$ cat config.mk
export PLATFORM = sky130hd
export DESIGN_NAME = mem_stage
export DESIGN_NICKNAME = d
export VERILOG_FILES = /design/src/hdl/rv_mem_pkg.sv /design/src/hdl/mem_stage.sv
export SDC_FILE = /design/constraint.sdc
export NUM_CORES = 1
export LEC_CHECK = 0
export BUFFER_PORTS_ARGS = -buffer_cell sky130_fd_sc_hd__buf_2
export CAP_MARGIN = 10
export CORE_ASPECT_RATIO = 0.75
export CORE_UTILIZATION = 30
export CTS_CLUSTER_SIZE = 28
export DETAILED_ROUTE_END_ITERATION = 6
export GPL_ROUTABILITY_DRIVEN = 0
export GPL_TIMING_DRIVEN = 0
export PLACE_DENSITY = 0.56
export SLEW_MARGIN = 20
export SYNTH_ARGS = -nofsm -noshare
export SYNTH_HDL_FRONTEND = slang
export SYNTH_SLANG_ARGS = --single-unit
$ cat constraint.sdc
create_clock -name clk -period 5.9 [get_ports clk]
set_input_delay 1.18 -clock clk [delete_from_list [all_inputs] [get_ports clk]]
set_output_delay 1.18 -clock clk [all_outputs]
set_load 0.1 [all_outputs]
$ cat src/hdl/rv_mem_pkg.sv
// ----------------------------------------------------------------------
// Shared widths, opcodes and pipeline records of the memory stage
// Referenced by scoped names from the RTL and the testbench
// ----------------------------------------------------------------------

package rv_mem_pkg;

    // Data path and address width
    localparam int DATA_W = 32;
    // Register file index width
    localparam int REG_ADDR_W = 5;

    // Memory opcode
    // Loads keep their funct3 code, stores take the codes loads leave free
    typedef enum logic [2:0] {
        MEM_LB  = 3'b000,
        MEM_LH  = 3'b001,
        MEM_LW  = 3'b010,
        MEM_SW  = 3'b011,
        MEM_LBU = 3'b100,
        MEM_LHU = 3'b101,
        MEM_SB  = 3'b110,
        MEM_SH  = 3'b111
    } mem_op_e;

    // One bus word seen as a whole, as bytes or as halfwords
    typedef union packed {
        logic [DATA_W-1:0]    word;
        logic [3:0][7:0]      bytes;
        logic [1:0][15:0]     halves;
    } data_word_u;

    // EX/MEM control record
    typedef struct packed {
        logic                     valid;
        logic                     reg_write;
        logic [REG_ADDR_W-1:0]    rd;
        logic                     mem_read;
        mem_op_e                  opcode;
    } ex2mem_ctrl_t;

    // MEM/WB control record, all zero is a bubble
    typedef struct packed {
        logic                     valid;
        logic                     reg_write;
        logic [REG_ADDR_W-1:0]    rd;
        logic                     load_misaligned;
        logic                     store_misaligned;
    } mem2wb_ctrl_t;

endpackage
$ cat src/hdl/mem_stage.sv
// ----------------------------------------------------------------------
// EX/MEM and MEM/WB pipeline registers of the memory stage
// Applies stall and flush, picks load data or ALU result for WB
// ----------------------------------------------------------------------

`timescale 1ns/100ps

module mem_stage (
    input  logic                            clk,
    input  logic                            rst,
    input  logic                            stall,
    input  logic                            flush,
    input  rv_mem_pkg::ex2mem_ctrl_t        ex_ctrl,
    input  logic [rv_mem_pkg::DATA_W-1:0]   ex_alu_out,
    input  logic [rv_mem_pkg::DATA_W-1:0]   load_data,
    input  logic                            load_valid,
    input  logic                            load_misaligned,
    input  logic                            store_misaligned,
    output logic                            advance,
    output rv_mem_pkg::mem2wb_ctrl_t        wb_ctrl,
    output logic [rv_mem_pkg::DATA_W-1:0]   wb_writedata
);

    rv_mem_pkg::ex2mem_ctrl_t           mem_ctrl;
    logic [rv_mem_pkg::DATA_W-1:0]      mem_alu_out;
    rv_mem_pkg::mem2wb_ctrl_t           mem_wb_next;
    logic                               use_load;

    // Whole pipe moves unless stalled
    assign advance = !stall;

    // ------------------------------------------------------------------
    // EX/MEM
    // ------------------------------------------------------------------

    always_ff @(posedge clk) begin
        if (rst) begin
            mem_ctrl <= '0;
        end else if (advance) begin
            mem_ctrl <= ex_ctrl;
        end
    end

    always_ff @(posedge clk) begin
        if (advance) begin
            mem_alu_out <= ex_alu_out;
        end
    end

    // ------------------------------------------------------------------
    // MEM/WB
    // ------------------------------------------------------------------

    // MEM record plus the flags from the LSU
    always_comb begin
        mem_wb_next.valid            = mem_ctrl.valid;
        mem_wb_next.reg_write        = mem_ctrl.reg_write;
        mem_wb_next.rd               = mem_ctrl.rd;
        mem_wb_next.load_misaligned  = load_misaligned;
        mem_wb_next.store_misaligned = store_misaligned;
    end

    // Misaligned loads never return data and fall back to the ALU value
    assign use_load = mem_ctrl.valid && mem_ctrl.mem_read && load_valid;

    // Bubble on flush or on an empty MEM slot
    always_ff @(posedge clk) begin
        if (rst) begin
            wb_ctrl <= '0;
        end else if (advance) begin
            if (flush || !mem_ctrl.valid) begin
                wb_ctrl <= '0;
            end else begin
                wb_ctrl <= mem_wb_next;
            end
        end
    end

    always_ff @(posedge clk) begin
        if (advance) begin
            wb_writedata <= use_load ? load_data : mem_alu_out;
        end
    end

endmodule

==> Yosys cells after proc, flatten, opt, wreduce, memory -nomap -nowiden <==
Index checks and enable logic that the tools add are counted.
{ "op_classes": {"mux": 2, "n_reduce_logical": 5} }
{ "ops": {"columns": ["cell", "count"], "rows": [
  ["two-way mux 32 bit", 1],
  ["two-way mux 9 bit", 1],
  ["logical AND 1 bit", 2],
  ["logical NOT 1 bit", 2],
  ["logical OR 1 bit", 1]
]} }
{ "word_totals": {"reg_bits": 81, "in_bits": 82, "elab_cells": 18, "output_inout_bits": 42} }

==> Depth between registers and ports, before layout <==
Gate-level depths: netlist of run 1.
{ "depth": {"word_depth": 3, "ltp_mapped": 5, "ltp_nobuf": 2} }

==> Worst setup path before layout of run 1 <==
OpenSTA, ideal clock, no wires.
{ "synth_path": {"kind": "input-to-output", "from": "input stall", "to": "output advance", "slack_ns": 1.305, "stages": 4, "arrival_time_ns": 3.415, "n_path_buf": 3, "cell_sequence": "buf_6 -> buf_12 -> buf_2 -> inv_1"} }
{ "synth_via": {"elab_chain_len": 1} }
{ "synth_rtl": {"columns": ["item", "line", "text"], "rows": [
  ["start: declaration", "mem_stage.sv:11", "input logic stall,"],
  ["logical NOT 1 bit", "mem_stage.sv:30", "assign advance = !stall;"],
  ["end: declaration", "mem_stage.sv:19", "output logic advance,"]
]} }
Every way passes these cells.

==> Final worst setup path of run 1 <==
Ends and elaborated chain as after synthesis.

==> flow_summary.yaml, run 1 <==
outcome:
  status: "finished, final reports clean"
clock_network:
  cts.path.max_buffers: 2
  cts_hold_buffers: 0
  clock_sink_count: 81
  total_of_cells_resized_after_clock_tree_synthesis: 0
  cts_root_buf: "sky130_fd_sc_hd__clkbuf_16"
  cts_buffer_count: 9
  clock_latency_ns: 0.33
  tritoncts_clock_tree: "yes"
  postCtsSetupRepairBufs: 0
  htreeDepth: 3
  clock_slew_at_reported_path_ffs_ns: 0.06
setup_path:
  setup.worst_path.start_class: "primary input"
  largest_driver_fanout_on_the_critical_path: 35
  crit_chain: "buf_6 > buf_12 > buf_2 > inv_4 > buf_12 > buf_2"
  worst_path_bufs_invs: 6
  end_kind: "primary output"
  critical_path_class: "in -> out"
  max_stage_delay_cell_worst_path: "sky130_fd_sc_hd__buf_2"
  worst_path_dominant_cell_family: "buffers and inverters"
  slowest_delay_ns: 0.47
  timing.critical_path.required_ns: 4.72
  cp_data_arrival_time_ns: 2.71
drt:
  route.final.wire_length_um: 5660
  drc_errors: 0
  route.antenna.remaining_nets: 0
  drt-wirelength-per-cell_um: 13.0
  detail_route.vias_per_cell: 4.22
  total_number_of_vias: 1832
  detailedRoute.firstIterationViolations: 103
  firstDrtPassIters: 4
logic_synthesis:
  cell_area_synth_mm2: 0.00299
  post_synth_inst_count: 167
  number_of_storage_elements_in_the_synthesis_netlist: 81
  synth_cell_type_count: 17
  ys_warn_count: 0
  mean_instance_size_in_the_synthesized_netlist_um2: 17.9
  syn_nets: 249
  synth_seq_area_share_pct: 75.7
timing:
  fin_crit_ns: 3.89
  grt_setup_unrepaired: "false"
  worst_margin_pin_slew_ns: 0.512
  finalCritPeriodShare_pct: 66.0
  slew_headroom_pct: 66.1
  report.final.hold_viol_count: 0
  timing.clock.skew_ns: 0.00230
  tns_ns: 0
  timing.hold.ws_ns: 0.460
  fmax_mhz: 257
  final-setup-viol-count: 0
  finalMaxSlewViolations: 0
floorplanning:
  floorplan.io_pins: 124
  dieHeight_um: 88.4
  floorplan.initialDensity_pct: 30.9
  core_region_area_mm2: 0.00966
  die-area_mm2: 0.0104
  rows: 31
  die_w_um: 117
global_routing:
  vias_in_the_first_global_route: 1695
  gr-usage-all-layers_pct: 11.2
  largest_net_degree_at_the_start_of_global_routing: 36
  grt_first_pass_wirelength_um: 8390
  grt_antenna_before_repair: 0
  grt-ovfl-total: 0
final_layout:
  fill_cells: 941
  area_growth_syn_to_layout_pct: 35.7
  postLayoutCoreUtil_pct: 42.0
  commonest_cells_after_routing_fill_and_taps_aside: "sky130_fd_sc_hd__buf_2 (123), sky130_fd_sc_hd__edfxtp_1 (64), sky130_fd_sc_hd__mux2_2 (32)"
  antenna-diode-count: 0
  final_cell_count_no_fill: 434
  layout.cells.most_common: "sky130_fd_sc_hd__buf_2"
  final_layout_size_suffix_gt1_share_pct: 57.3
  num-nets-final: 379
  design_area_mm2: 0.00405
placed_design:
  numPortBuffers: 118
  placed_cell_area_mm2: 0.00376
  placed_cells_incl_taps: 418
  dp_hpwl_um: 4000
power:
  power.density_mw_per_mm2: 347
  leakage_power_nw: 1.66
  vdd.ir_drop.worst_mv: 0.208
flow_run:
  maxCapViolations: 0
min_path:
  worstHoldPathType: "reg -> reg"
[final timing paths]
path	from	end	slack, ns	depth (start not counted)
worst min register to register	wb_ctrl[3]	wb_ctrl[3]	0.46	2
worst min-delay path	wb_ctrl[3]	wb_ctrl[3]	0.46	2
worst max register to register	mem_ctrl[3]	wb_writedata[12]	4.42	3
worst max-delay path	stall	advance	2.01	6
[flip-flops by register name (all words and copies together) (netlist names)]
name	flops
mem_ctrl	8
wb_writedata	32
mem_alu_out	32
wb_ctrl	9
[layout make-up]
cell class,count,area [um^2],share of cell area (%)
inverter,1,6.26,0.154
clock buffer,10,229,5.65
sequential,81,2260,55.8
buffer,9,63.8,1.57
multi-input combinational,76,657,16.2
clock inverter,6,58.8,1.45
timing repair buffer,119,611,15.1
tap,132,165,4.08
[worst min-delay path, stage by stage, from the launching register on]
cell	delay (ns)
sky130_fd_sc_hd__dfxtp_1	0.30
sky130_fd_sc_hd__nand2_1	0.05
sky130_fd_sc_hd__a21oi_1	0.06
[where the power goes]
part | switching [mW] | total, mW | leakage (nW) | internal, mW
registers | 0.00879 | 0.667 | 0.765 | 0.659
logic | 0.151 | 0.202 | 0.755 | 0.0506
clock network | 0.211 | 0.535 | 0.138 | 0.325
total | 0.371 | 1.40 | 1.66 | 1.03
[layer usage]
metal	routed length (um)	global-route usage (%)	share of wire (%)	vias to the layer above
li1	-	-	-	894
met1	2530	13.9	45	849
met2	2440	16.1	43	80
met3	608	6.03	11	9
met4	83	4.83	1.5	0
met5	0	0	0	-
[cell usage after synthesis, drive strengths merged]
| master | instances | share of area, % |
|---|---|---|
| a21oi | 9 | 1.6 |
| edfxtp | 64 | 64 |
| buf | 8 | 2.0 |
| clkbuf | 1 | 0.13 |
| nor2 | 8 | 1.0 |
| nand4bb | 8 | 3.0 |
| or3b | 1 | 0.29 |
| dfxtp | 17 | 11 |
| nand3 | 1 | 0.17 |
| inv | 1 | 0.13 |
| nand2 | 9 | 1.1 |
| mux2i | 8 | 2.7 |
| mux2 | 32 | 12 |
[stage by stage]
step | power [mW] | worst slack, ns
final | 1.40 | 2.01
after global routing | 1.46 | 1.90
after CTS | 1.43 | 1.98
after detailed placement | 0.884 | 1.98
after global placement | 0.880 | 0.515
after floorplan | 0.834 | 1.30
[logic make-up after synthesis]
kind of cell	after synthesis	share of synthesized area (%)
AOI/OAI and AO/OA	9	1.63
buffers and inverters	10	2.26
DFF	81	75.7
muxes	40	14.7
and+or+nand+nor	27	5.61
Power figures use the tool's default switching activity.
==> inputs of run 2 (changes only) <==
--- a/config.mk
+++ b/config.mk
@@ -13,7 +13,7 @@
 export DETAILED_ROUTE_END_ITERATION = 6
 export GPL_ROUTABILITY_DRIVEN = 0
 export GPL_TIMING_DRIVEN = 0
-export PLACE_DENSITY = 0.56
+export PLACE_DENSITY = 0.58
 export SLEW_MARGIN = 20
 export SYNTH_ARGS = -nofsm -noshare
 export SYNTH_HDL_FRONTEND = slang
==> constraint.sdc (replaced) <==
create_clock -name clk -period 3.4 [get_ports clk]
set_input_delay 0.68 -clock clk [delete_from_list [all_inputs] [get_ports clk]]
set_output_delay 0.68 -clock clk [all_outputs]
set_load 0.1 [all_outputs]
==> flow_summary.yaml, run 2 (synthesis results as in run 1) <==
timing:
  fmax_mhz: 313
  fin_crit_ns: 3.20
  finalCritPeriodShare_pct: 94.1
  timing.clock.skew_ns: 0.00321
  report.final.hold_viol_count: 0
  slew_headroom_pct: 54.9
  timing.hold.ws_ns: 0.458
  timing.final.ws_setup_ns: 0.200
  worst_margin_pin_slew_ns: 0.675
  final-setup-viol-count: 0
  grt_setup_unrepaired: "false"
  finalMaxSlewViolations: 0
final_layout:
  final_layout_size_suffix_gt1_share_pct: 57.6
  area_growth_syn_to_layout_pct: 36.5
  commonest_cells_after_routing_fill_and_taps_aside: "sky130_fd_sc_hd__buf_2 (123), sky130_fd_sc_hd__edfxtp_1 (64), sky130_fd_sc_hd__mux2_2 (32)"
  final-seq-area_mm2: 0.00226
  num-nets-final: 379
  antenna-diode-count: 0
  area_of_combinational_cells_with_multiple_inputs_um2: 657
  fill_cells: 933
  layout_top_registers: "mem_alu_out (32), wb_writedata (32), wb_ctrl (9)"
  final_cell_count_no_fill: 434
  layout.cells.most_common: "sky130_fd_sc_hd__buf_2"
setup_path:
  timing.critical_path.required_ns: 2.72
  critical_path_class: "in -> out"
  crit_chain: "buf_6 > buf_12 > buf_2 > clkinvlp_4 > buf_12 > buf_2"
  cp_data_arrival_time_ns: 2.52
  end_kind: "primary output"
  max_stage_delay_cell_worst_path: "sky130_fd_sc_hd__clkinvlp_4"
  setup.worst_path.start_class: "primary input"
  slowest_delay_ns: 0.60
  largest_driver_fanout_on_the_critical_path: 34
clock_network:
  cts_root_buf: "sky130_fd_sc_hd__clkbuf_16"
  tritoncts_clock_tree: "yes"
  clock_latency_ns: 0.33
  clock_sink_count: 81
  htreeDepth: 3
  postCtsSetupRepairBufs: 0
  cts.path.max_buffers: 2
  cts_hold_buffers: 0
  total_of_cells_resized_after_clock_tree_synthesis: 0
  clock_slew_at_reported_path_ffs_ns: 0.06
  cts_buffer_count: 9
drt:
  total_number_of_vias: 1840
  firstDrtPassIters: 4
  drt-wirelength-per-cell_um: 13.3
  route.final.wire_length_um: 5770
  route.antenna.remaining_nets: 0
  drc_errors: 0
  detail_route.vias_per_cell: 4.24
  detailedRoute.firstIterationViolations: 77
global_routing:
  vias_in_the_first_global_route: 1905
  grt_antenna_before_repair: 0
  grt-ovfl-total: 0
  grt_first_pass_wirelength_um: 8750
  gr-usage-all-layers_pct: 11.7
  largest_net_degree_at_the_start_of_global_routing: 35
power:
  leakage_power_nw: 1.67
  seq_power_share_pct: 46.1
  power.share.clock_pct: 40.0
  vdd.ir_drop.worst_mv: 0.346
  power.density_mw_per_mm2: 617
  intPower_mw: 1.87
  p_total_mw: 2.51
  p_sw_uw: 648
  sw_frac_of_total_pct: 25.8
  power_frac_comb_pct: 13.9
floorplanning:
  core_region_area_mm2: 0.00966
  dieHeight_um: 88.4
  die-area_mm2: 0.0104
  rows: 31
  floorplan.initialDensity_pct: 30.9
  floorplan.io_pins: 124
  die_w_um: 117
flow_run:
  maxCapViolations: 0
placed_design:
  numPortBuffers: 118
  dp_hpwl_um: 4090
  preCtsSetupSlack_ns: 0.127
  placed_cells_incl_taps: 418
min_path:
  worstHoldPathType: "reg -> reg"
outcome:
  status: "finished, final reports clean"
-- run 2: cell count changes in the layout (fill, tap and decap cells not counted) --
cell                         change
sky130_fd_sc_hd__bufinv_16       +1
sky130_fd_sc_hd__clkbuf_1        -1
sky130_fd_sc_hd__clkinv_2        +1
sky130_fd_sc_hd__clkinv_4        -1
sky130_fd_sc_hd__clkinvlp_4      +1
sky130_fd_sc_hd__inv_4           -1
-- run 2: worst max-delay path: cells and delay by family --
kind / cells / cell delay, ns
buf+inv: 6 / 1.82
-- run 2: power groups by stage --
stage	combinational (mW)	sequential, mW	clock, mW
6_report	0.351	1.16	1.00
3_5_place_dp	0.354	1.18	0
4_1_cts	0.354	1.16	1.03
5_1_grt	0.370	1.17	1.08
3_3_place_gp	0.348	1.18	0
2_1_floorplan	0.0694	1.38	0
-- run 2: layout make-up --
class / instances / area share, %
flip-flops and latches: 81 / 55.5
multi-input cells: 76 / 16.1
repair buffers: 119 / 15.0
clock buffers: 9 / 5.52
well taps: 132 / 4.05
clock inverters: 7 / 2.09
plain buffers: 9 / 1.57
inverters: 1 / 0.184
-- run 2: final timing paths --
check         startpoint               end  slack [ns]  depth (start not counted)
max                stall           advance        0.20                          6
min           wb_ctrl[3]        wb_ctrl[3]        0.46                          2
max reg2reg  mem_ctrl[3]  wb_writedata[29]        1.92                          3
min reg2reg   wb_ctrl[3]        wb_ctrl[3]        0.46                          2
-- run 2: through the flow --
stage	utilization [%]	instance area (um^2)	TNS, ns
2_1_floorplan	-	2990	0
3_3_place_gp	38.8	3750	-0.323
3_5_place_dp	39.0	3770	0
4_1_cts	42.2	4080	0
5_1_grt	42.2	4080	0
6_report	42.2	4080	0
-- run 2: per-layer routing --
metal / wire, um / global-route usage [%] / part of all wire (%) / vias to the layer above
li1: - / - / - / 893
met1: 2440 / 12.7 / 42 / 868
met2: 2670 / 18.4 / 46 / 71
met3: 551 / 6.64 / 9.5 / 8
met4: 102 / 5.52 / 1.8 / 0
met5: 0 / 0 / 0 / -
==> inputs of run 3 (changes only) <==
--- a/config.mk
+++ b/config.mk
@@ -13,7 +13,6 @@
 export DETAILED_ROUTE_END_ITERATION = 6
 export GPL_ROUTABILITY_DRIVEN = 0
 export GPL_TIMING_DRIVEN = 0
-export PLACE_DENSITY = 0.58
 export SLEW_MARGIN = 20
 export SYNTH_ARGS = -nofsm -noshare
 export SYNTH_HDL_FRONTEND = slang
==> flow_summary.yaml, run 3 (synthesis results as in run 1) <==
floorplanning:
  die-area_mm2: 0.0104
  core_region_area_mm2: 0.00966
  floorplan.io_pins: 124
  rows: 31
  floorplan.initialDensity_pct: 30.9
  dieHeight_um: 88.4
  die_w_um: 117
global_routing:
  largest_net_degree_at_the_start_of_global_routing: 32
  grt_first_pass_wirelength_um: 8570
  gr-usage-all-layers_pct: 11.5
  routing_layer_with_the_top_usage_in_global_route: "met2"
  global_route.usage.met3_pct: 6.23
  vias_in_the_first_global_route: 1758
  grt-ovfl-total: 0
  grt_antenna_before_repair: 0
  grt_use_met1_pct: 13.2
  grtUsageMet2_pct: 18.0
drt:
  route.final.wire_length_um: 5800
  route.antenna.remaining_nets: 0
  total_number_of_vias: 1846
  detail_route.vias_per_cell: 4.24
  drt-wirelength-per-cell_um: 13.3
  drc_errors: 0
  firstDrtPassIters: 3
  detailedRoute.firstIterationViolations: 110
placed_design:
  numPortBuffers: 118
  placed_cells_incl_taps: 419
  dp_hpwl_um: 4120
clock_network:
  clock_slew_at_reported_path_ffs_ns: 0.06
  total_of_cells_resized_after_clock_tree_synthesis: 0
  cts_hold_buffers: 0
  clock_latency_ns: 0.32
  cts_root_buf: "sky130_fd_sc_hd__clkbuf_16"
  postCtsSetupRepairBufs: 0
  htreeDepth: 3
  cts_buffer_count: 9
  clock_sink_count: 81
  cts.path.max_buffers: 2
  tritoncts_clock_tree: "yes"
power:
  power.density_mw_per_mm2: 595
  vdd.ir_drop.worst_mv: 0.341
  leakage_power_nw: 1.67
final_layout:
  final_layout_size_suffix_gt1_share_pct: 57.1
  layout_top_registers: "mem_alu_out (32), wb_writedata (32), wb_ctrl (9)"
  commonest_cells_after_routing_fill_and_taps_aside: "sky130_fd_sc_hd__buf_2 (123), sky130_fd_sc_hd__edfxtp_1 (64), sky130_fd_sc_hd__mux2_2 (32)"
  antenna-diode-count: 0
  layout.cells.most_common: "sky130_fd_sc_hd__buf_2"
  final_cell_count_no_fill: 435
  num-nets-final: 380
  area_growth_syn_to_layout_pct: 36.4
timing:
  report.final.hold_viol_count: 0
  slew_headroom_pct: 66.1
  fmax_mhz: 373
  timing.clock.skew_ns: 0.00392
  finalCritPeriodShare_pct: 78.8
  fin_crit_ns: 2.68
  timing.hold.ws_ns: 0.457
  final-setup-viol-count: 0
  finalMaxSlewViolations: 0
  worst_margin_pin_slew_ns: 0.513
  grt_setup_unrepaired: "false"
min_path:
  timing.hold.worst_endpoint: "wb_ctrl[3]"
  worstHoldStart: "wb_ctrl[3]"
  worstHoldPathType: "reg -> reg"
  holdPathStages: 2
outcome:
  status: "finished, final reports clean"
flow_run:
  maxCapViolations: 0
setup_path:
  setup.worst_path.start_class: "primary input"
  worst_r2r_startpoint: "mem_ctrl[3]"
  largest_driver_fanout_on_the_critical_path: 15
  end_kind: "primary output"
  r2r_cells: 3
  critical_path.reg2reg.endpoint: "wb_writedata[10]"
  minimum_setup_slack_among_reg_to_reg_paths_ns: 1.94
  timing.critical_path.required_ns: 2.72
  critical_path_class: "in -> out"
  cp_data_arrival_time_ns: 2.00
==> run 3: cell types whose count changed in the layout (fill, tap and decap cells not counted) <==
cell,before,now
sky130_fd_sc_hd__clkbuf_1,1,4
sky130_fd_sc_hd__buf_16,0,1
sky130_fd_sc_hd__bufinv_16,2,1
sky130_fd_sc_hd__clkinv_1,2,1
sky130_fd_sc_hd__clkinvlp_4,2,1
==> run 3: per-layer routing <==
metal  up-vias  share of wire, %  wire [um]
li1        893                 -          -
met1       875                42       2450
met2        70                48       2760
met3         8               8.7        502
met4         0               1.4         80
met5         -                 0          0
==> run 3: stage by stage <==
stage               util (%)  total power [mW]  setup TNS [ns]  area [um^2]  setup slack [ns]
floorplan                  -              1.45               0         2990             0.497
global placement        38.8              1.53          -0.306         3750            -0.306
detailed placement      39.3              1.54               0         3790             0.678
CTS                     42.2              2.46               0         4070             0.679
global route            42.2              2.52               0         4070             0.597
finish                  42.2              2.42               0         4070             0.721
==> run 3: worst max path at each step <==
| stage | start | to | slack (ns) | cells past startpoint |
|---|---|---|---|---|
| after floorplan | stall | mem_alu_out[0] | 0.50 | 4 |
| after global placement | stall | advance | -0.31 | 5 |
| after detailed placement | stall | advance | 0.68 | 5 |
| after CTS | stall | advance | 0.68 | 5 |
| after global routing | stall | advance | 0.60 | 5 |
| final | stall | advance | 0.72 | 5 |
==> run 3: cell type report <==
type                       instances  area [um^2]
clock buffer                      12          236
buffer                             9         63.8
clock inverter                     4         43.8
fill                             914         5580
tap                              132          165
timing repair buffer             120          638
multi-input combinational         76          657
inverter                           1         7.51
sequential                        81         2260
==> run 3: power by group <==
part / total, mW / leakage (nW) / internal (mW) / switching (mW)
Sequential: 1.16 / 0.765 / 1.14 / 0.0157
Combinational: 0.354 / 0.763 / 0.0910 / 0.263
Clock: 0.911 / 0.138 / 0.564 / 0.347
==> run 3: worst max-delay path: stages <==
cell and delay [ns]:
sky130_fd_sc_hd__buf_6 0.11, sky130_fd_sc_hd__buf_12 0.14, sky130_fd_sc_hd__buf_2 0.24, sky130_fd_sc_hd__clkinvlp_4 0.39, sky130_fd_sc_hd__buf_2 0.43
