--- config.mk ---
export PLATFORM = sky130hd
export DESIGN_NAME = lsu_flat
export DESIGN_NICKNAME = d
export VERILOG_FILES = /design/src/hdl/rv_mem_pkg.sv /design/src/hdl/dbus_if.sv /design/src/hdl/lsu.sv /design/src/flat_wrapper.sv
export SDC_FILE = /design/constraint.sdc
export NUM_CORES = 1
export LEC_CHECK = 0
export ABC_AREA = 1
export BUFFER_PORTS_ARGS = -buffer_cell sky130_fd_sc_hd__clkbuf_2
export CORE_MARGIN = 2
export CORE_UTILIZATION = 43
export DETAILED_ROUTE_END_ITERATION = 12
export GPL_TIMING_DRIVEN = 1
export PLACE_DENSITY_LB_ADDON = 0.25
export SYNTH_ARGS = -nofsm -noshare
export SYNTH_HDL_FRONTEND = slang
export SYNTH_SLANG_ARGS = --single-unit
--- constraint.sdc ---
create_clock -name clk -period 1.6 [get_ports clk]
set_input_delay 0 -clock clk [delete_from_list [all_inputs] [get_ports clk]]
set_output_delay 0 -clock clk [all_outputs]
set_load 0.03 [all_outputs]
--- src/hdl/rv_mem_pkg.sv ---
// ----------------------------------------------------------------------
// Shared widths, opcodes and pipeline records of the memory stage
// Referenced by scoped names from the RTL and the testbench
// ----------------------------------------------------------------------

package rv_mem_pkg;

    // Data path and address width
    localparam int DATA_W = 32;
    // Register file index width
    localparam int REG_ADDR_W = 5;

    // Memory opcode
    // Loads keep their funct3 code, stores take the codes loads leave free
    typedef enum logic [2:0] {
        MEM_LB  = 3'b000,
        MEM_LH  = 3'b001,
        MEM_LW  = 3'b010,
        MEM_SW  = 3'b011,
        MEM_LBU = 3'b100,
        MEM_LHU = 3'b101,
        MEM_SB  = 3'b110,
        MEM_SH  = 3'b111
    } mem_op_e;

    // One bus word seen as a whole, as bytes or as halfwords
    typedef union packed {
        logic [DATA_W-1:0]    word;
        logic [3:0][7:0]      bytes;
        logic [1:0][15:0]     halves;
    } data_word_u;

    // EX/MEM control record
    typedef struct packed {
        logic                     valid;
        logic                     reg_write;
        logic [REG_ADDR_W-1:0]    rd;
        logic                     mem_read;
        mem_op_e                  opcode;
    } ex2mem_ctrl_t;

    // MEM/WB control record, all zero is a bubble
    typedef struct packed {
        logic                     valid;
        logic                     reg_write;
        logic [REG_ADDR_W-1:0]    rd;
        logic                     load_misaligned;
        logic                     store_misaligned;
    } mem2wb_ctrl_t;

endpackage
--- src/hdl/dbus_if.sv ---
// ----------------------------------------------------------------------
// Data bus between the load/store unit and the data RAM
// Plain strobes, one cycle read latency, no wait states
// ----------------------------------------------------------------------

`timescale 1ns/100ps

interface dbus_if;

    // Request side
    logic                               read;
    logic                               write;
    // Word address, byte offset already dropped
    logic [rv_mem_pkg::DATA_W-3:0]      address;
    logic [3:0]                         byteenable;
    logic [rv_mem_pkg::DATA_W-1:0]      writedata;

    // Response side
    logic [rv_mem_pkg::DATA_W-1:0]      readdata;
    logic                               readdatavalid;

    modport requester (
        output read, write, address, byteenable, writedata,
        input  readdata, readdatavalid
    );

    modport memory (
        input  read, write, address, byteenable, writedata,
        output readdata, readdatavalid
    );

endinterface

--- src/hdl/lsu.sv ---
// ----------------------------------------------------------------------
// Load/store unit of the memory stage
// Issues aligned accesses in EX, formats and holds load data for MEM
// ----------------------------------------------------------------------

`timescale 1ns/100ps

module lsu (
    input  logic                            clk,
    input  logic                            rst,
    input  logic                            advance,
    input  logic                            mem_read,
    input  logic                            mem_write,
    input  rv_mem_pkg::mem_op_e             mem_opcode,
    input  logic [rv_mem_pkg::DATA_W-1:0]   address,
    input  logic [rv_mem_pkg::DATA_W-1:0]   writedata,
    dbus_if.requester                       dbus,
    output logic [rv_mem_pkg::DATA_W-1:0]   load_data,
    output logic                            load_valid,
    output logic                            load_misaligned,
    output logic                            store_misaligned
);

    // ------------------------------------------------------------------
    // EX side: alignment and request
    // ------------------------------------------------------------------

    logic                       is_half;
    logic                       is_word;
    logic                       misaligned;
    rv_mem_pkg::data_word_u     store_word;
    rv_mem_pkg::data_word_u     load_word;
    logic [rv_mem_pkg::DATA_W-1:0] load_fmt;

    // Registered for the MEM cycle
    rv_mem_pkg::mem_op_e        op_q;
    logic [1:0]                 offset_q;
    logic [rv_mem_pkg::DATA_W-1:0] hold_data;
    logic                       hold_valid;

    assign is_half = (mem_opcode == rv_mem_pkg::MEM_LH) || (mem_opcode == rv_mem_pkg::MEM_LHU) ||
                     (mem_opcode == rv_mem_pkg::MEM_SH);
    assign is_word = (mem_opcode == rv_mem_pkg::MEM_LW) || (mem_opcode == rv_mem_pkg::MEM_SW);
    assign misaligned = (is_half && address[0]) || (is_word && (address[1:0] != 2'b00));

    // No bus access while stalled or misaligned
    assign dbus.read    = mem_read && !misaligned && advance;
    assign dbus.write   = mem_write && !misaligned && advance;
    assign dbus.address = address[rv_mem_pkg::DATA_W-1:2];

    // Store data replicated over the lanes, enables pick the lanes
    always_comb begin
        store_word.word = writedata;
        dbus.byteenable = 4'b1111;
        case (mem_opcode)
            rv_mem_pkg::MEM_SB: begin
                store_word.bytes = {4{writedata[7:0]}};
                dbus.byteenable  = 4'b0001 << address[1:0];
            end
            rv_mem_pkg::MEM_SH: begin
                store_word.halves = {2{writedata[15:0]}};
                dbus.byteenable   = 4'b0011 << {address[1], 1'b0};
            end
            default: ;
        endcase
    end

    assign dbus.writedata = store_word.word;

    // Format and flags follow the access into MEM
    always_ff @(posedge clk) begin
        if (advance) begin
            op_q     <= mem_opcode;
            offset_q <= address[1:0];
        end
    end

    always_ff @(posedge clk) begin
        if (rst) begin
            load_misaligned  <= 1'b0;
            store_misaligned <= 1'b0;
        end else if (advance) begin
            load_misaligned  <= mem_read && misaligned;
            store_misaligned <= mem_write && misaligned;
        end
    end

    // ------------------------------------------------------------------
    // MEM side: load formatting and hold
    // ------------------------------------------------------------------

    assign load_word.word = dbus.readdata;

    always_comb begin
        case (op_q)
            rv_mem_pkg::MEM_LB:  load_fmt = {{24{load_word.bytes[offset_q][7]}},
                                             load_word.bytes[offset_q]};
            rv_mem_pkg::MEM_LBU: load_fmt = {24'b0, load_word.bytes[offset_q]};
            rv_mem_pkg::MEM_LH:  load_fmt = {{16{load_word.halves[offset_q[1]][15]}},
                                             load_word.halves[offset_q[1]]};
            rv_mem_pkg::MEM_LHU: load_fmt = {16'b0, load_word.halves[offset_q[1]]};
            default:             load_fmt = load_word.word;
        endcase
    end

    // Keeps a result that returned during a stall until the next advance
    always_ff @(posedge clk) begin
        if (rst) begin
            hold_valid <= 1'b0;
        end else if (advance) begin
            hold_valid <= 1'b0;
        end else if (dbus.readdatavalid) begin
            hold_valid <= 1'b1;
        end
    end

    always_ff @(posedge clk) begin
        if (dbus.readdatavalid) begin
            hold_data <= load_fmt;
        end
    end

    assign load_data  = hold_valid ? hold_data : load_fmt;
    assign load_valid = hold_valid || dbus.readdatavalid;

endmodule

--- src/flat_wrapper.sv ---
// flat-port wrapper written by rule: the top's interface ports become plain ports
module lsu_flat 
  (clk, rst, advance, mem_read, mem_write, mem_opcode, address, writedata, load_data, load_valid, load_misaligned, store_misaligned, dbus_read, dbus_write, dbus_address, dbus_byteenable, dbus_writedata, dbus_readdata, dbus_readdatavalid);
  dbus_if dbus_i ();
  input  logic clk;
  input  logic rst;
  input  logic advance;
  input  logic mem_read;
  input  logic mem_write;
  input  rv_mem_pkg::mem_op_e mem_opcode;
  input  logic [rv_mem_pkg::DATA_W-1:0] address;
  input  logic [rv_mem_pkg::DATA_W-1:0] writedata;
  output logic [rv_mem_pkg::DATA_W-1:0] load_data;
  output logic load_valid;
  output logic load_misaligned;
  output logic store_misaligned;
  output wire logic [$bits(dbus_i.read)-1:0] dbus_read;
  output wire logic [$bits(dbus_i.write)-1:0] dbus_write;
  output wire logic [$bits(dbus_i.address)-1:0] dbus_address;
  output wire logic [$bits(dbus_i.byteenable)-1:0] dbus_byteenable;
  output wire logic [$bits(dbus_i.writedata)-1:0] dbus_writedata;
  input wire logic [$bits(dbus_i.readdata)-1:0] dbus_readdata;
  input wire logic [$bits(dbus_i.readdatavalid)-1:0] dbus_readdatavalid;
  assign dbus_read = dbus_i.read;
  assign dbus_write = dbus_i.write;
  assign dbus_address = dbus_i.address;
  assign dbus_byteenable = dbus_i.byteenable;
  assign dbus_writedata = dbus_i.writedata;
  assign dbus_i.readdata = dbus_readdata;
  assign dbus_i.readdatavalid = dbus_readdatavalid;
  lsu u_core (.clk(clk), .rst(rst), .advance(advance), .mem_read(mem_read), .mem_write(mem_write), .mem_opcode(mem_opcode), .address(address), .writedata(writedata), .dbus(dbus_i), .load_data(load_data), .load_valid(load_valid), .load_misaligned(load_misaligned), .store_misaligned(store_misaligned));
endmodule
After elaboration in Yosys (flattened, before gate mapping)
Cells that the tools add are included.
- eq/ne operators: 9
- shifts and indexed selects: 2
- order comparisons: 2
- mux-type cells: 8
- reduce and logical (&&, ||, !) cells: 17
- operator list (kind ; count):
    32-bit case mux with 4 select lines ; 1
    32-bit case mux with 2 select lines ; 1
    16-bit 2-to-1 mux ; 2
    32-bit 2-to-1 mux ; 1
    8-bit binary-select mux with 2-bit select ; 1
    3-bit equality test, second input constant ; 5
    1-bit logical AND ; 8
    8-bit 2-to-1 mux ; 1
    4-bit case mux with 2 select lines ; 1
    3-bit by 1-bit equality test with 1-bit output, second input constant ; 2
    3-bit by 2-bit equality test with 1-bit output, second input constant ; 2
    1-bit logical OR ; 5
    1-bit by 2-bit << shifter with 4-bit output, first input constant ; 1
    2-bit by 2-bit << shifter with 4-bit output, first input constant ; 1
    3-bit logical NOT ; 1
    2-bit by 3-bit < comparator with 1-bit output, second input constant ; 1
    1-bit by 2-bit < comparator with 1-bit output, second input constant ; 1
    2-bit nonzero test ; 1
    2-bit OR reduction ; 1
    1-bit logical NOT ; 1
- flip-flop bits (word level): 40
- output and inout port bits: 103
- word-level logic and storage cells: 44
- input bits: 105

Logic depth before layout (Yosys ltp)
Gate-level depths: netlist (run 1).
- depth after elaboration: 8
- depth in mapped cells: 10
- gate-level depth less buffers: 9

Least setup slack after synthesis (run 1)
Ideal clock, no wire load.
- path type: flip-flop to output port
- start: register u_core.op_q[0]
- end: output port load_data[10] in the netlist's numbering
- stages on the path, launching flop included: 7
- buffers on the path: 1
- data arrival time: 1.340 ns
- slack: 0.260 ns
- path through: edfxtp_1 -> nor3_1 -> nand2_4 -> buf_6 -> nand3_2 -> nand2_1 -> nand2_1
- cells in the longest elaborated chain, start to end: 3
- ends and longest elaborated chain (element ; RTL line ; RTL):
    start, declared ; lsu.sv:36 ; rv_mem_pkg::mem_op_e op_q;
    start signal, assigned ; lsu.sv:73 ; op_q <= mem_opcode;
    3-bit equality test (tied with other cells) ; lsu.sv:95 ; case (op_q)
    32-bit case mux with 4 select lines * ; lsu.sv:95 ;
    net u_core.load_fmt (one bit) ; lsu.sv:33 ; logic [rv_mem_pkg::DATA_W-1:0] load_fmt;
    32-bit 2-to-1 mux * ; lsu.sv:123 ; assign load_data = hold_valid ? hold_data : load_fmt;
    end, declared ; flat_wrapper.sv:13 ; output logic [rv_mem_pkg::DATA_W-1:0] load_data;
The timed path passes the listed nets; every way through them passes the cells marked *.

Worst setup path in the final report (run 1)
- start: register u_core.offset_q[1]
- end: output port load_data[14] in the netlist's numbering
- cells in the longest elaborated chain, start to end: 4
- ends and longest elaborated chain (element ; RTL line ; RTL):
    start, declared ; lsu.sv:37 ; logic [1:0] offset_q;
    start signal, assigned ; lsu.sv:74 ; offset_q <= address[1:0];
    8-bit binary-select mux with 2-bit select or 16-bit 2-to-1 mux (tied branches) ; lsu.sv:96, lsu.sv:100, lsu.sv:101 ;
    8-bit 2-to-1 mux (implied by the code) or 16-bit 2-to-1 mux (tied branches) ; lsu.sv:96, lsu.sv:100, lsu.sv:101 ;
    32-bit case mux with 4 select lines * ; lsu.sv:95 ;
    net u_core.load_fmt (one bit) ; lsu.sv:33 ;
    32-bit 2-to-1 mux * ; lsu.sv:123 ;
The timed path passes the listed nets; every way through them passes the cells marked *. The select of a mux whose other input is x is not followed.

==> results of run 1 <==
==> state kept, by name (all words and copies together) (netlist names) <==
register	count
u_core.hold_valid	1
u_core.load_misaligned	1
u_core.hold_data	32
u_core.store_misaligned	1
u_core.op_q	3
u_core.offset_q	2
==> stage by stage <==
stage               instances   TNS, ns  hold WS (ns)
floorplan                 460         0        0.0989
global placement          661         0      0.000205
detailed placement        661  -0.00773      0.000205
CTS                       695     -4.30      0.000205
global route              703     -7.75     0.0000434
finish                    703     -5.08     0.0000116
==> cell usage after synthesis <==
master | number | share of area (%)
edfxtp_1 | 37 | 35
inv_2 | 1 | 0.12
inv_4 | 1 | 0.19
clkinv_1 | 1 | 0.12
buf_6 | 4 | 1.4
a21oi_1 | 3 | 0.47
a22oi_1 | 4 | 0.93
buf_4 | 38 | 8.9
clkbuf_1 | 9 | 1.0
or2_2 | 6 | 1.2
nand2_1 | 194 | 23
o21ai_0 | 26 | 4.0
nand2_4 | 2 | 0.70
nor2_2 | 3 | 0.58
nor2_1 | 25 | 2.9
nand2_2 | 3 | 0.58
and2_4 | 1 | 0.27
dfxtp_1 | 3 | 1.9
nor3_1 | 1 | 0.16
inv_1 | 38 | 4.4
nand3_2 | 20 | 6.2
buf_8 | 1 | 0.47
nand3_1 | 29 | 4.5
buf_2 | 6 | 0.93
o211ai_1 | 2 | 0.47
nand4_1 | 2 | 0.39
==> how the worst min path moves through the flow <==
stage                            from            endpoint  slack, ns  cells past startpoint
final                      address[9]     dbus_address[7]    0.00001                      0
after global routing      address[20]    dbus_address[18]    0.00004                      0
after CTS                  address[3]     dbus_address[1]     0.0002                      0
after detailed placement   address[3]     dbus_address[1]     0.0002                      0
after global placement     address[3]     dbus_address[1]     0.0002                      0
after floorplan            address[0]  u_core.offset_q[0]        0.1                      0
==> per-layer routing <==
metal	wire length (um)	vias up	track usage (%)	share of wire (%)
met2	5290	211	41.5	49
met5	0	-	0	0
met1	4240	1697	32.6	39
met3	945	48	4.76	8.7
li1	-	1724	-	-
met4	391	0	7.95	3.6
==> cells by family (layout without fill, tap and decap cells) <==
family                 after synthesis  after routing
and+or+nand+nor                    286            290
buffers and inverters               99            239
DFF                                 40             40
AOI/OAI and AO/OA                   35             35
==> final cells by class <==
class,instances,area [um2]
timing repair buffer,190,1460
clock inverter,2,35.0
fill,580,2250
sequential,40,1170
tap,99,124
multi-input combinational,325,1980
inverter,41,161
clock buffer,6,72.6
==> cell usage in the layout (no fill, tap or decap), types with 13 or more instances in the layout <==
master / n
nand2_1: 161
clkbuf_2: 115
edfxtp_1: 37
nand2_2: 34
inv_1: 32
buf_4: 25
nor2_1: 23
nand3_4: 21
o21ai_0: 21
buf_8: 20
clkbuf_8: 17
nand3_1: 15
nand3_2: 13
==> what timing repair did <==
| action | CTS | global route |
|---|---|---|
| gates cloned | 5 | 1 |
| pin swaps | 25 | 21 |
| hold buffers | 9 | 0 |
| endpoints found under the setup margin | 32 | 32 |
| hold endpoints to repair | 9 | 0 |
| gates resized for setup | 116 | 86 |
| buffers inserted | 12 | 7 |
==> where the power goes <==
part	leakage [nW]	internal [mW]	switching, mW
clock network	0.0552	0.464	0.371
logic	2.14	0.763	1.09
registers	0.395	1.26	0.0424
total	2.59	2.49	1.51
==> parameters.txt, run 1 <==
Parameter                              Value

Floorplanning
  Die footprint ... slightly above 0.008 mm2
  Starting Density ... 44.4%
  Core Box Area ... ~0.0073 mm2
  Height of the die ... 90.5 um
  Boundary Pins ... about 210
  Cell row count ... 31
  Die X ... roughly 90 um

Critical path
  Crit-path max FO ... 6
  Stages on the worst setup path ... 9
  Source of the critical timing path ... u_core.offset_q[1]
  Depth of the worst register-to-register path ... 7
  Class of the most critical setup path ... reg2out
  Critical Path Sink Type ... output pin
  Startpoint types ... flip-flop
  Critical register-to-register path endpoint ... u_core.hold_data[23]
  Reg-to-reg startpoint ... u_core.offset_q[1]
  Required arrival time at the worst endpoint ... approximately 1.6 ns
  List of cells traversed by the critical path ... buf_4 > buf_6 > nor2_1 > nor2_1 > o21ai_0 > nand3_2 > nand2_1 > nand2_1 > clkbuf_8
  Largest stage delay, worst path ... around 0.52 ns
  Reg-to-reg setup timing slack ... 0.02 ns
  Last element of the critical path ... load_data[14]
  Family of cells with the greatest summed delay on the critical path ... flip-flops
  Slowest stage cell on the critical path ... edfxtp_1
  CP arrival ... 1.81 ns
  Buffers and inverters on the worst path ... 3

Logic synthesis
  Simple logic cell fraction of the synthesized area ... 40.1%
  Fraction of synthesized area in multiplexers ... 0%
  Synthesized-area fraction occupied by adder cells ... 0%
  Xor and xnor area share after synthesis ... 0%
  Number of warning messages in the yosys log ... 0
  Seq cells post-synth ... 40
  Combinational family with the most area after synthesis ... simple AND/OR/NAND/NOR gates
  Mean area per synthesized cell ... 7.00 um2
  Post-Syn Instances ... 460
  Seq/Total Area, Yosys ... 36.4%
  Post-Synthesis Net Count ... 565
  Yosys cell types ... 26
  Compound-gate portion of the synthesized area ... 5.91%
  Cell Area, Synth ... roughly 0.0032 mm2

STA
  Final setup violation count ... 32
  Setup ws final ... -0.209 ns
  Setup repair after global routing missed its margin ... true
  Maximum clock skew at final layout ... 0.0108 ns
  Worst relative slew slack ... 66.6%
  Shortest period the worst path allows ... 1.81 ns
  Hold Violations, Final ... 0
  Max frequency ... 553 MHz
  Post-route clock period utilization ... 113%
  Transition at the pin with the smallest max-transition slack ... 0.501 ns
  Number of max-slew violations in the final report ... 0

Power and ir drop
  Static leakage ... 2.59 nW
  Final Power ... roughly 4 mW
  Max IR drop VDD ... 0.335 mV
  PwrDens ... roughly 800 mW/mm2

Status
  Outcome ... finished with violations
  Failing checks ... negative setup slack

Worst hold path
  Worst hold-check path type ... in2out

Routing
  Initial DRC count ... 383
  Count of nets left with antenna violations after detail routing ... 0
  Detailed-route wire length per cell ... 15.5 um
  Vias per std cell ... 5.23
  Post-Route WL ... 10900 um
  Via count of the routed design ... 3680
  Remaining design rule violation count ... 0
  First-pass DRT Iterations ... 6

Clock network
  H-tree levels ... 2
  Root buf cell ... clkbuf_8
  Clock-pin transition on the worst setup and hold timing paths ... 0.07 ns
  Buffer depth of the longest clock path ... 2
  Clock Latency Late Sink ... 0.30 ns
  Clock tree from TritonCTS ... built
  Total clock buffers created by CTS ... 5
  Number of clock sinks seen by CTS ... 40

GRT
  Overall Global Routing Usage ... about a quarter
  Number of global-route vias before repair ... 3427
  Pin count of the biggest net entering global routing ... 31
  Total congestion overflow ... 0
  Antenna violations before repair ... 0
  First-pass GRT wire length ... around 17000 um

Place
  Detailed-placement wirelength estimate ... approximately 7000 um
  Standard cell area after detailed placement ... 0.00378 mm2
  Count of buffers from port buffering ... 147
  Routability congestion estimate from global placement ... 0.873
  Worst slack after detailed placement ... -0.00773 ns

Cells and area
  Layout area overhead ... 55.4%
  Fraction of layout cells with a size suffix above 1 ... 47.4%
  Layout Nets ... 708
  Post-layout instance area ... 0.00500 mm2
  Share of the core filled with cells in the final layout ... roughly 69%
  Antenna Cells ... 0

Run
  Max capacitance violation total ... 0
Note: power is estimated with default switching activity, not from simulation.
==> inputs of run 2 (changes only) <==
--- a/config.mk
+++ b/config.mk
@@ -11,7 +11,8 @@
 export CORE_UTILIZATION = 43
 export DETAILED_ROUTE_END_ITERATION = 12
 export GPL_TIMING_DRIVEN = 1
-export PLACE_DENSITY_LB_ADDON = 0.25
+export PLACE_DENSITY = 0.89
+export SKIP_CTS_REPAIR_TIMING = 1
 export SYNTH_ARGS = -nofsm -noshare
 export SYNTH_HDL_FRONTEND = slang
 export SYNTH_SLANG_ARGS = --single-unit
==> run 2 against run 1 <==
Clock skew fell by 0.0030 ns. Flip-flop and latch count unchanged. Critical path depth down 2. Largest power group unchanged. Power decreased by 6.2%. Maximum frequency fell by 1.8%. Combinational power decreased by 8%. Worst hold slack about the same. The run still ends with negative setup slack left.
==> parameters.txt, run 2 (same netlist as run 1, synthesis figures left out) <==
Parameter                              Value

Status
  Outcome ... finished with violations (unchanged)
  Failing checks ... negative setup slack (unchanged)

Cells and area
  Most common library cell in the layout ignoring fill and taps ... nand2_1 (unchanged)
  Layout area overhead ... 45.1% (was 55.4%)
  Layout Nets ... 700 (was 708)
  Biggest registers after layout ... u_core.hold_data (32), u_core.op_q (3), u_core.offset_q (2) (unchanged)
  Leading cell types in the layout, fill and taps excluded ... nand2_1, clkbuf_2, edfxtp_1 (unchanged)
  Fill cell instance count of the final layout ... 583 (was 580)
  Antenna Cells ... 0 (unchanged)
  Register with the highest flop count ... u_core.hold_data (unchanged)
  Multi-input gate area in the final layout ... 0.00183 mm2 (was 0.00198 mm2)
  Share of the core filled with cells in the final layout ... 64.4% (was 68.9%)
  Post-layout instance area ... 0.00467 mm2 (was 0.00500 mm2)
  Number of flip-flops under the largest register name ... 32 (unchanged)
  Storage cell area ... 0.00117 mm2 (unchanged)
  Fraction of layout cells with a size suffix above 1 ... 44.1% (was 47.4%)

Routing
  First-pass DRT Iterations ... 7 (was 6)
  Detailed-route wire length per cell ... 17.4 um (was 15.5 um)
  Remaining design rule violation count ... 0 (unchanged)
  Initial DRC count ... 456 (was 383)
  Post-Route WL ... 12100 um (was 10900 um)
  Via count of the routed design ... 3759 (was 3680)
  Post-Route M1 WL ... 4490 um (was 4240 um)
  Count of nets left with antenna violations after detail routing ... 0 (unchanged)
  Vias per std cell ... 5.41 (was 5.23)
  Top Metal Used ... met4 (unchanged)
  Wire length on met3 ... 1230 um (was 945 um)
  Routed length on met2 ... 5780 um (was 5290 um)

Power and ir drop
  Static leakage ... 2.50 nW (was 2.59 nW)
  PwrDens ... 802 mW/mm2 (was 798 mW/mm2)
  Max IR drop VDD ... 0.335 mV (about the same)

Critical path
  Required arrival time at the worst endpoint ... 1.60 ns (about the same)
  CP arrival ... 1.84 ns (was 1.81 ns)
  Buffers and inverters on the worst path ... 2 (was 3)
  Class of the most critical setup path ... reg2out (unchanged)
  Slowest stage cell on the critical path ... edfxtp_1 (unchanged)
  Startpoint types ... flip-flop (unchanged)
  Critical Path Sink Type ... output pin (unchanged)
  Largest stage delay, worst path ... 0.53 ns (was 0.52 ns)
  Family of cells with the greatest summed delay on the critical path ... simple AND/OR/NAND/NOR gates (was flip-flops)
  List of cells traversed by the critical path ... nor3_4 > buf_6 > nand2_8 > nand3_2 > nand2_1 > nand2_1 > buf_6 (was buf_4 > buf_6 > nor2_1 > nor2_1 > o21ai_0 > nand3_2 > nand2_1 > nand2_1 > clkbuf_8)
  Crit-path max FO ... 6 (unchanged)

Clock network
  Total clock buffers created by CTS ... 5 (unchanged)
  Clock Latency Late Sink ... 0.30 ns (about the same)
  Clock-pin transition on the worst setup and hold timing paths ... 0.07 ns (about the same)
  Buffer depth of the longest clock path ... 2 (unchanged)
  Number of clock sinks seen by CTS ... 40 (unchanged)
  Clock tree from TritonCTS ... built (unchanged)
  H-tree levels ... 2 (unchanged)
  Root buf cell ... clkbuf_8 (unchanged)

GRT
  Number of global-route vias before repair ... 3310 (was 3427)
  Total congestion overflow ... 0 (unchanged)
  Antenna violations before repair ... 0 (unchanged)
  First-pass GRT wire length ... 16200 um (was 16600 um)
  Overall Global Routing Usage ... 24.6% (was 24.9%)
  Pin count of the biggest net entering global routing ... 33 (was 31)

STA
  Setup ws final ... -0.243 ns (was -0.209 ns)
  Setup repair after global routing missed its margin ... true (unchanged)
  Transition at the pin with the smallest max-transition slack ... 0.574 ns (was 0.501 ns)
  Number of max-slew violations in the final report ... 0 (unchanged)
  Aggregate negative setup slack ... -6.49 ns (was -5.08 ns)
  Shortest period the worst path allows ... 1.84 ns (was 1.81 ns)
  Worst relative slew slack ... 61.6% (was 66.6%)
  Final setup violation count ... 32 (unchanged)
  Max frequency ... 543 MHz (was 553 MHz)
  Hold Violations, Final ... 0 (unchanged)
  Post-route clock period utilization ... 115% (was 113%)
  Maximum clock skew at final layout ... 0.00786 ns (was 0.0108 ns)

Run
  Max capacitance violation total ... 0 (unchanged)

Place
  Standard cell area after detailed placement ... 0.00378 mm2 (about the same)
  Count of buffers from port buffering ... 147 (unchanged)
  Detailed-placement wirelength estimate ... 7860 um (was 7110 um)
  Worst slack after detailed placement ... 0.00570 ns (was -0.00773 ns)
  Routability congestion estimate from global placement ... 0.928 (was 0.873)

Floorplanning
  Die X ... 90.5 um (unchanged)
  Core Box Area ... 0.00725 mm2 (unchanged)
  Height of the die ... 90.5 um (unchanged)
  Starting Density ... 44.4% (unchanged)
  Boundary Pins ... 208 (unchanged)
  Die footprint ... 0.00819 mm2 (unchanged)
  Cell row count ... 31 (unchanged)

Worst hold path
  Worst hold-check path type ... in2out (unchanged)
[run 2: changes by cell type in the layout (fill, tap and decap cells not counted), moves of 11 or more]
cell	previous run	this run
buf_6	5	33
buf_8	20	1
clkbuf_8	17	6
nand2_1	161	172
nand2_2	34	20
nand3_2	13	27
nand3_4	21	7
[run 2: stage by stage]
stage | std cells | power (mW) | hold WS [ns]
3_3_place_gp | 659 | 2.57 | 0.000205
6_report | 695 | 3.74 | 0.0000116
3_5_place_dp | 659 | 2.59 | 0.000205
2_1_floorplan | 460 | 2.31 | 0.0989
4_1_cts | 667 | 3.31 | -0.0729
5_1_grt | 695 | 3.89 | 0.0000434
[run 2: cell type report]
class / instances / area share (%)
Inverter: 41 / 3.48
Timing Repair Buffer: 182 / 27.5
Sequential cell: 40 / 25.1
Clock inverter: 1 / 0.161
Multi-Input combinational cell: 325 / 39.2
Clock buffer: 7 / 1.85
Tap cell: 99 / 2.65
[run 2: final timing paths]
path / from / to / slack [ns] / cells after the start
worst max register to register: u_core.offset_q[1] / u_core.hold_data[9] / 0.01 / 7
worst min-delay path: address[9] / dbus_address[7] / 0.00001 / 0
worst max-delay path: u_core.op_q[0] / load_data[21] / -0.24 / 7
worst min register to register: u_core.store_misaligned / u_core.store_misaligned / 0.47 / 2
[run 2: power breakdown]
| group | internal [mW] | total (mW) | leakage [nW] | switching (mW) |
|---|---|---|---|---|
| Clock | 0.351 | 0.723 | 0.0445 | 0.372 |
| Combinational | 0.641 | 1.72 | 2.06 | 1.08 |
| Sequential | 1.26 | 1.30 | 0.395 | 0.0429 |
[run 2: routing by layer]
layer / GRT usage, % / vias to the layer above
met3: 5.76 / 74
met1: 31.0 / 1714
met5: 0 / -
li1: - / 1695
met4: 13.2 / 0
met2: 39.0 / 276
==> inputs of run 3 (changes only) <==
--- a/config.mk
+++ b/config.mk
@@ -16,3 +16,4 @@
 export SYNTH_ARGS = -nofsm -noshare
 export SYNTH_HDL_FRONTEND = slang
 export SYNTH_SLANG_ARGS = --single-unit
+export TNS_END_PERCENT = 50
==> run 3 against run 2 <==
The run still ends with negative setup slack left. Register-to-register slack about the same. Critical path depth unchanged. Global-route usage unchanged. Power down 0.35%. Critical path type unchanged. Largest cell class unchanged. Highest routed layer unchanged.
==> parameters.txt, run 3 (same netlist as run 1, synthesis figures left out) <==
Parameter                              Value

Routing
  Via count of the routed design ... 3753 (was 3759)
  Detailed-route wire length per cell ... 17.2 um (was 17.4 um)
  First-pass DRT Iterations ... 5 (was 7)
  Initial DRC count ... 393 (was 456)
  Post-Route WL ... 12000 um (was 12100 um)
  Count of nets left with antenna violations after detail routing ... 0 (unchanged)
  Vias per std cell ... 5.40 (was 5.41)
  Remaining design rule violation count ... 0 (unchanged)

Critical path
  Crit-path max FO ... 6 (unchanged)
  Critical Path Sink Type ... output pin (unchanged)
  Slowest stage cell on the critical path ... edfxtp_1 (unchanged)
  CP arrival ... 1.85 ns (was 1.84 ns)
  Family of cells with the greatest summed delay on the critical path ... simple AND/OR/NAND/NOR gates (unchanged)
  Startpoint types ... flip-flop (unchanged)
  List of cells traversed by the critical path ... nor3_4 > buf_6 > nand2_8 > nand3_2 > nand2_1 > nand2_1 > buf_6 (unchanged)
  Class of the most critical setup path ... reg2out (unchanged)
  Reg-to-reg setup timing slack ... 0.02 ns (was 0.01 ns)
  Required arrival time at the worst endpoint ... 1.60 ns (about the same)
  Buffers and inverters on the worst path ... 2 (unchanged)
  Largest stage delay, worst path ... 0.53 ns (about the same)

Status
  Outcome ... finished with violations (unchanged)
  Failing checks ... negative setup slack (unchanged)

STA
  Setup repair after global routing missed its margin ... true (unchanged)
  Transition at the pin with the smallest max-transition slack ... 0.563 ns (was 0.574 ns)
  Number of max-slew violations in the final report ... 0 (unchanged)
  Final setup violation count ... 32 (unchanged)
  Max frequency ... 540 MHz (was 543 MHz)
  Hold Violations, Final ... 0 (unchanged)
  Setup ws final ... -0.250 ns (was -0.243 ns)
  Post-route clock period utilization ... 116% (was 115%)
  Maximum clock skew at final layout ... 0.0108 ns (was 0.00786 ns)
  Worst relative slew slack ... 62.4% (was 61.6%)
  Worst Hold Margin ... 0.0000116 ns (unchanged)
  Shortest period the worst path allows ... 1.85 ns (was 1.84 ns)

GRT
  First-pass GRT wire length ... 16200 um (unchanged)
  Pin count of the biggest net entering global routing ... 33 (unchanged)
  Number of global-route vias before repair ... 3310 (unchanged)
  Antenna violations before repair ... 0 (unchanged)
  Total congestion overflow ... 0 (unchanged)
  Overall Global Routing Usage ... 24.6% (unchanged)

Clock network
  Number of clock sinks seen by CTS ... 40 (unchanged)
  Clock Latency Late Sink ... 0.30 ns (about the same)
  H-tree levels ... 2 (unchanged)
  Clock tree from TritonCTS ... built (unchanged)
  Root buf cell ... clkbuf_8 (unchanged)
  Buffer depth of the longest clock path ... 2 (unchanged)
  Clock-pin transition on the worst setup and hold timing paths ... 0.07 ns (about the same)
  Total clock buffers created by CTS ... 5 (unchanged)

Power and ir drop
  Max IR drop VDD ... 0.336 mV (was 0.335 mV)
  Switching power of the nets ... 1.49 mW (about the same)
  PwrDens ... 802 mW/mm2 (about the same)
  Part of the power in registers ... 34.9% (was 34.7%)
  Static leakage ... 2.49 nW (was 2.50 nW)
  Combinational power share ... 45.7% (was 46.0%)
  Total internal power ... 2.25 mW (about the same)
  Share of power burned in the clock network ... 19.4% (was 19.3%)
  Proportion of total power due to net switching ... 39.8% (was 39.9%)

Cells and area
  Number of flip-flops under the largest register name ... 32 (unchanged)
  Layout area overhead ... 44.6% (was 45.1%)
  Cell Count, Final, Fillers Out ... 695 (unchanged)
  Most common library cell in the layout ignoring fill and taps ... nand2_1 (unchanged)
  Layout Nets ... 700 (unchanged)
  Antenna Cells ... 0 (unchanged)
  Biggest registers after layout ... u_core.hold_data (32), u_core.op_q (3), u_core.offset_q (2) (unchanged)
  Post-layout instance area ... 0.00465 mm2 (was 0.00467 mm2)
  Register with the highest flop count ... u_core.hold_data (unchanged)
  Fraction of layout cells with a size suffix above 1 ... 43.8% (was 44.1%)
  Leading cell types in the layout, fill and taps excluded ... nand2_1, clkbuf_2, edfxtp_1 (unchanged)

Floorplanning
  Core Box Area ... 0.00725 mm2 (unchanged)
  Boundary Pins ... 208 (unchanged)
  Starting Density ... 44.4% (unchanged)
  Height of the die ... 90.5 um (unchanged)
  Die X ... 90.5 um (unchanged)
  Cell row count ... 31 (unchanged)
  Die footprint ... 0.00819 mm2 (unchanged)

Run
  Max capacitance violation total ... 0 (unchanged)

Place
  Standard cell area after detailed placement ... 0.00378 mm2 (unchanged)
  Count of buffers from port buffering ... 147 (unchanged)
  Routability congestion estimate from global placement ... 0.928 (unchanged)
  Detailed-placement wirelength estimate ... 7860 um (unchanged)
  Placed insts ... 659 (unchanged)

Worst hold path
  Worst hold-check path type ... in2out (unchanged)
[run 3: power groups by stage]
stage / combinational [mW] / sequential, mW / clock, mW
2_1_floorplan: 0.999 / 1.31 / 0
3_3_place_gp: 1.26 / 1.31 / 0
3_5_place_dp: 1.28 / 1.31 / 0
4_1_cts: 1.28 / 1.29 / 0.731
5_1_grt: 1.81 / 1.31 / 0.764
6_report: 1.71 / 1.30 / 0.724
[run 3: cell type report]
cell class	instances	area, um2
Clock buffer	7	86.3
Clock inverter	1	7.51
Fill cell	585	2600
Inverter	41	163
Multi-Input combinational cell	325	1820
Sequential cell	40	1170
Tap cell	99	124
Timing Repair Buffer	182	1280
[run 3: worst paths after layout]
path / start / end / cells past startpoint
max reg2reg: u_core.offset_q[1] / u_core.hold_data[1] / 6
max: u_core.op_q[0] / load_data[21] / 7
min: address[9] / dbus_address[7] / 0
min reg2reg: u_core.store_misaligned / u_core.store_misaligned / 2
[run 3: metal layers]
metal,routed length [um],track usage [%],share of wire [%],vias up
met5,0,0,0,-
met4,649,13.2,5.4,0
met3,1300,5.76,11,83
met2,5640,39.0,47,259
met1,4380,31.0,37,1713
li1,-,-,-,1698
[run 3: metrics by stage]
step                      worst slack [ns]  setup TNS [ns]  util [%]  total power [mW]
final                               -0.250           -6.38      64.1              3.73
after floorplan                      0.260               0         -              2.31
after global placement              0.0595               0      52.1              2.57
after CTS                           -0.320           -8.12      53.4              3.31
after global routing                -0.317           -8.83      64.1              3.88
after detailed placement           0.00570               0      52.1              2.59
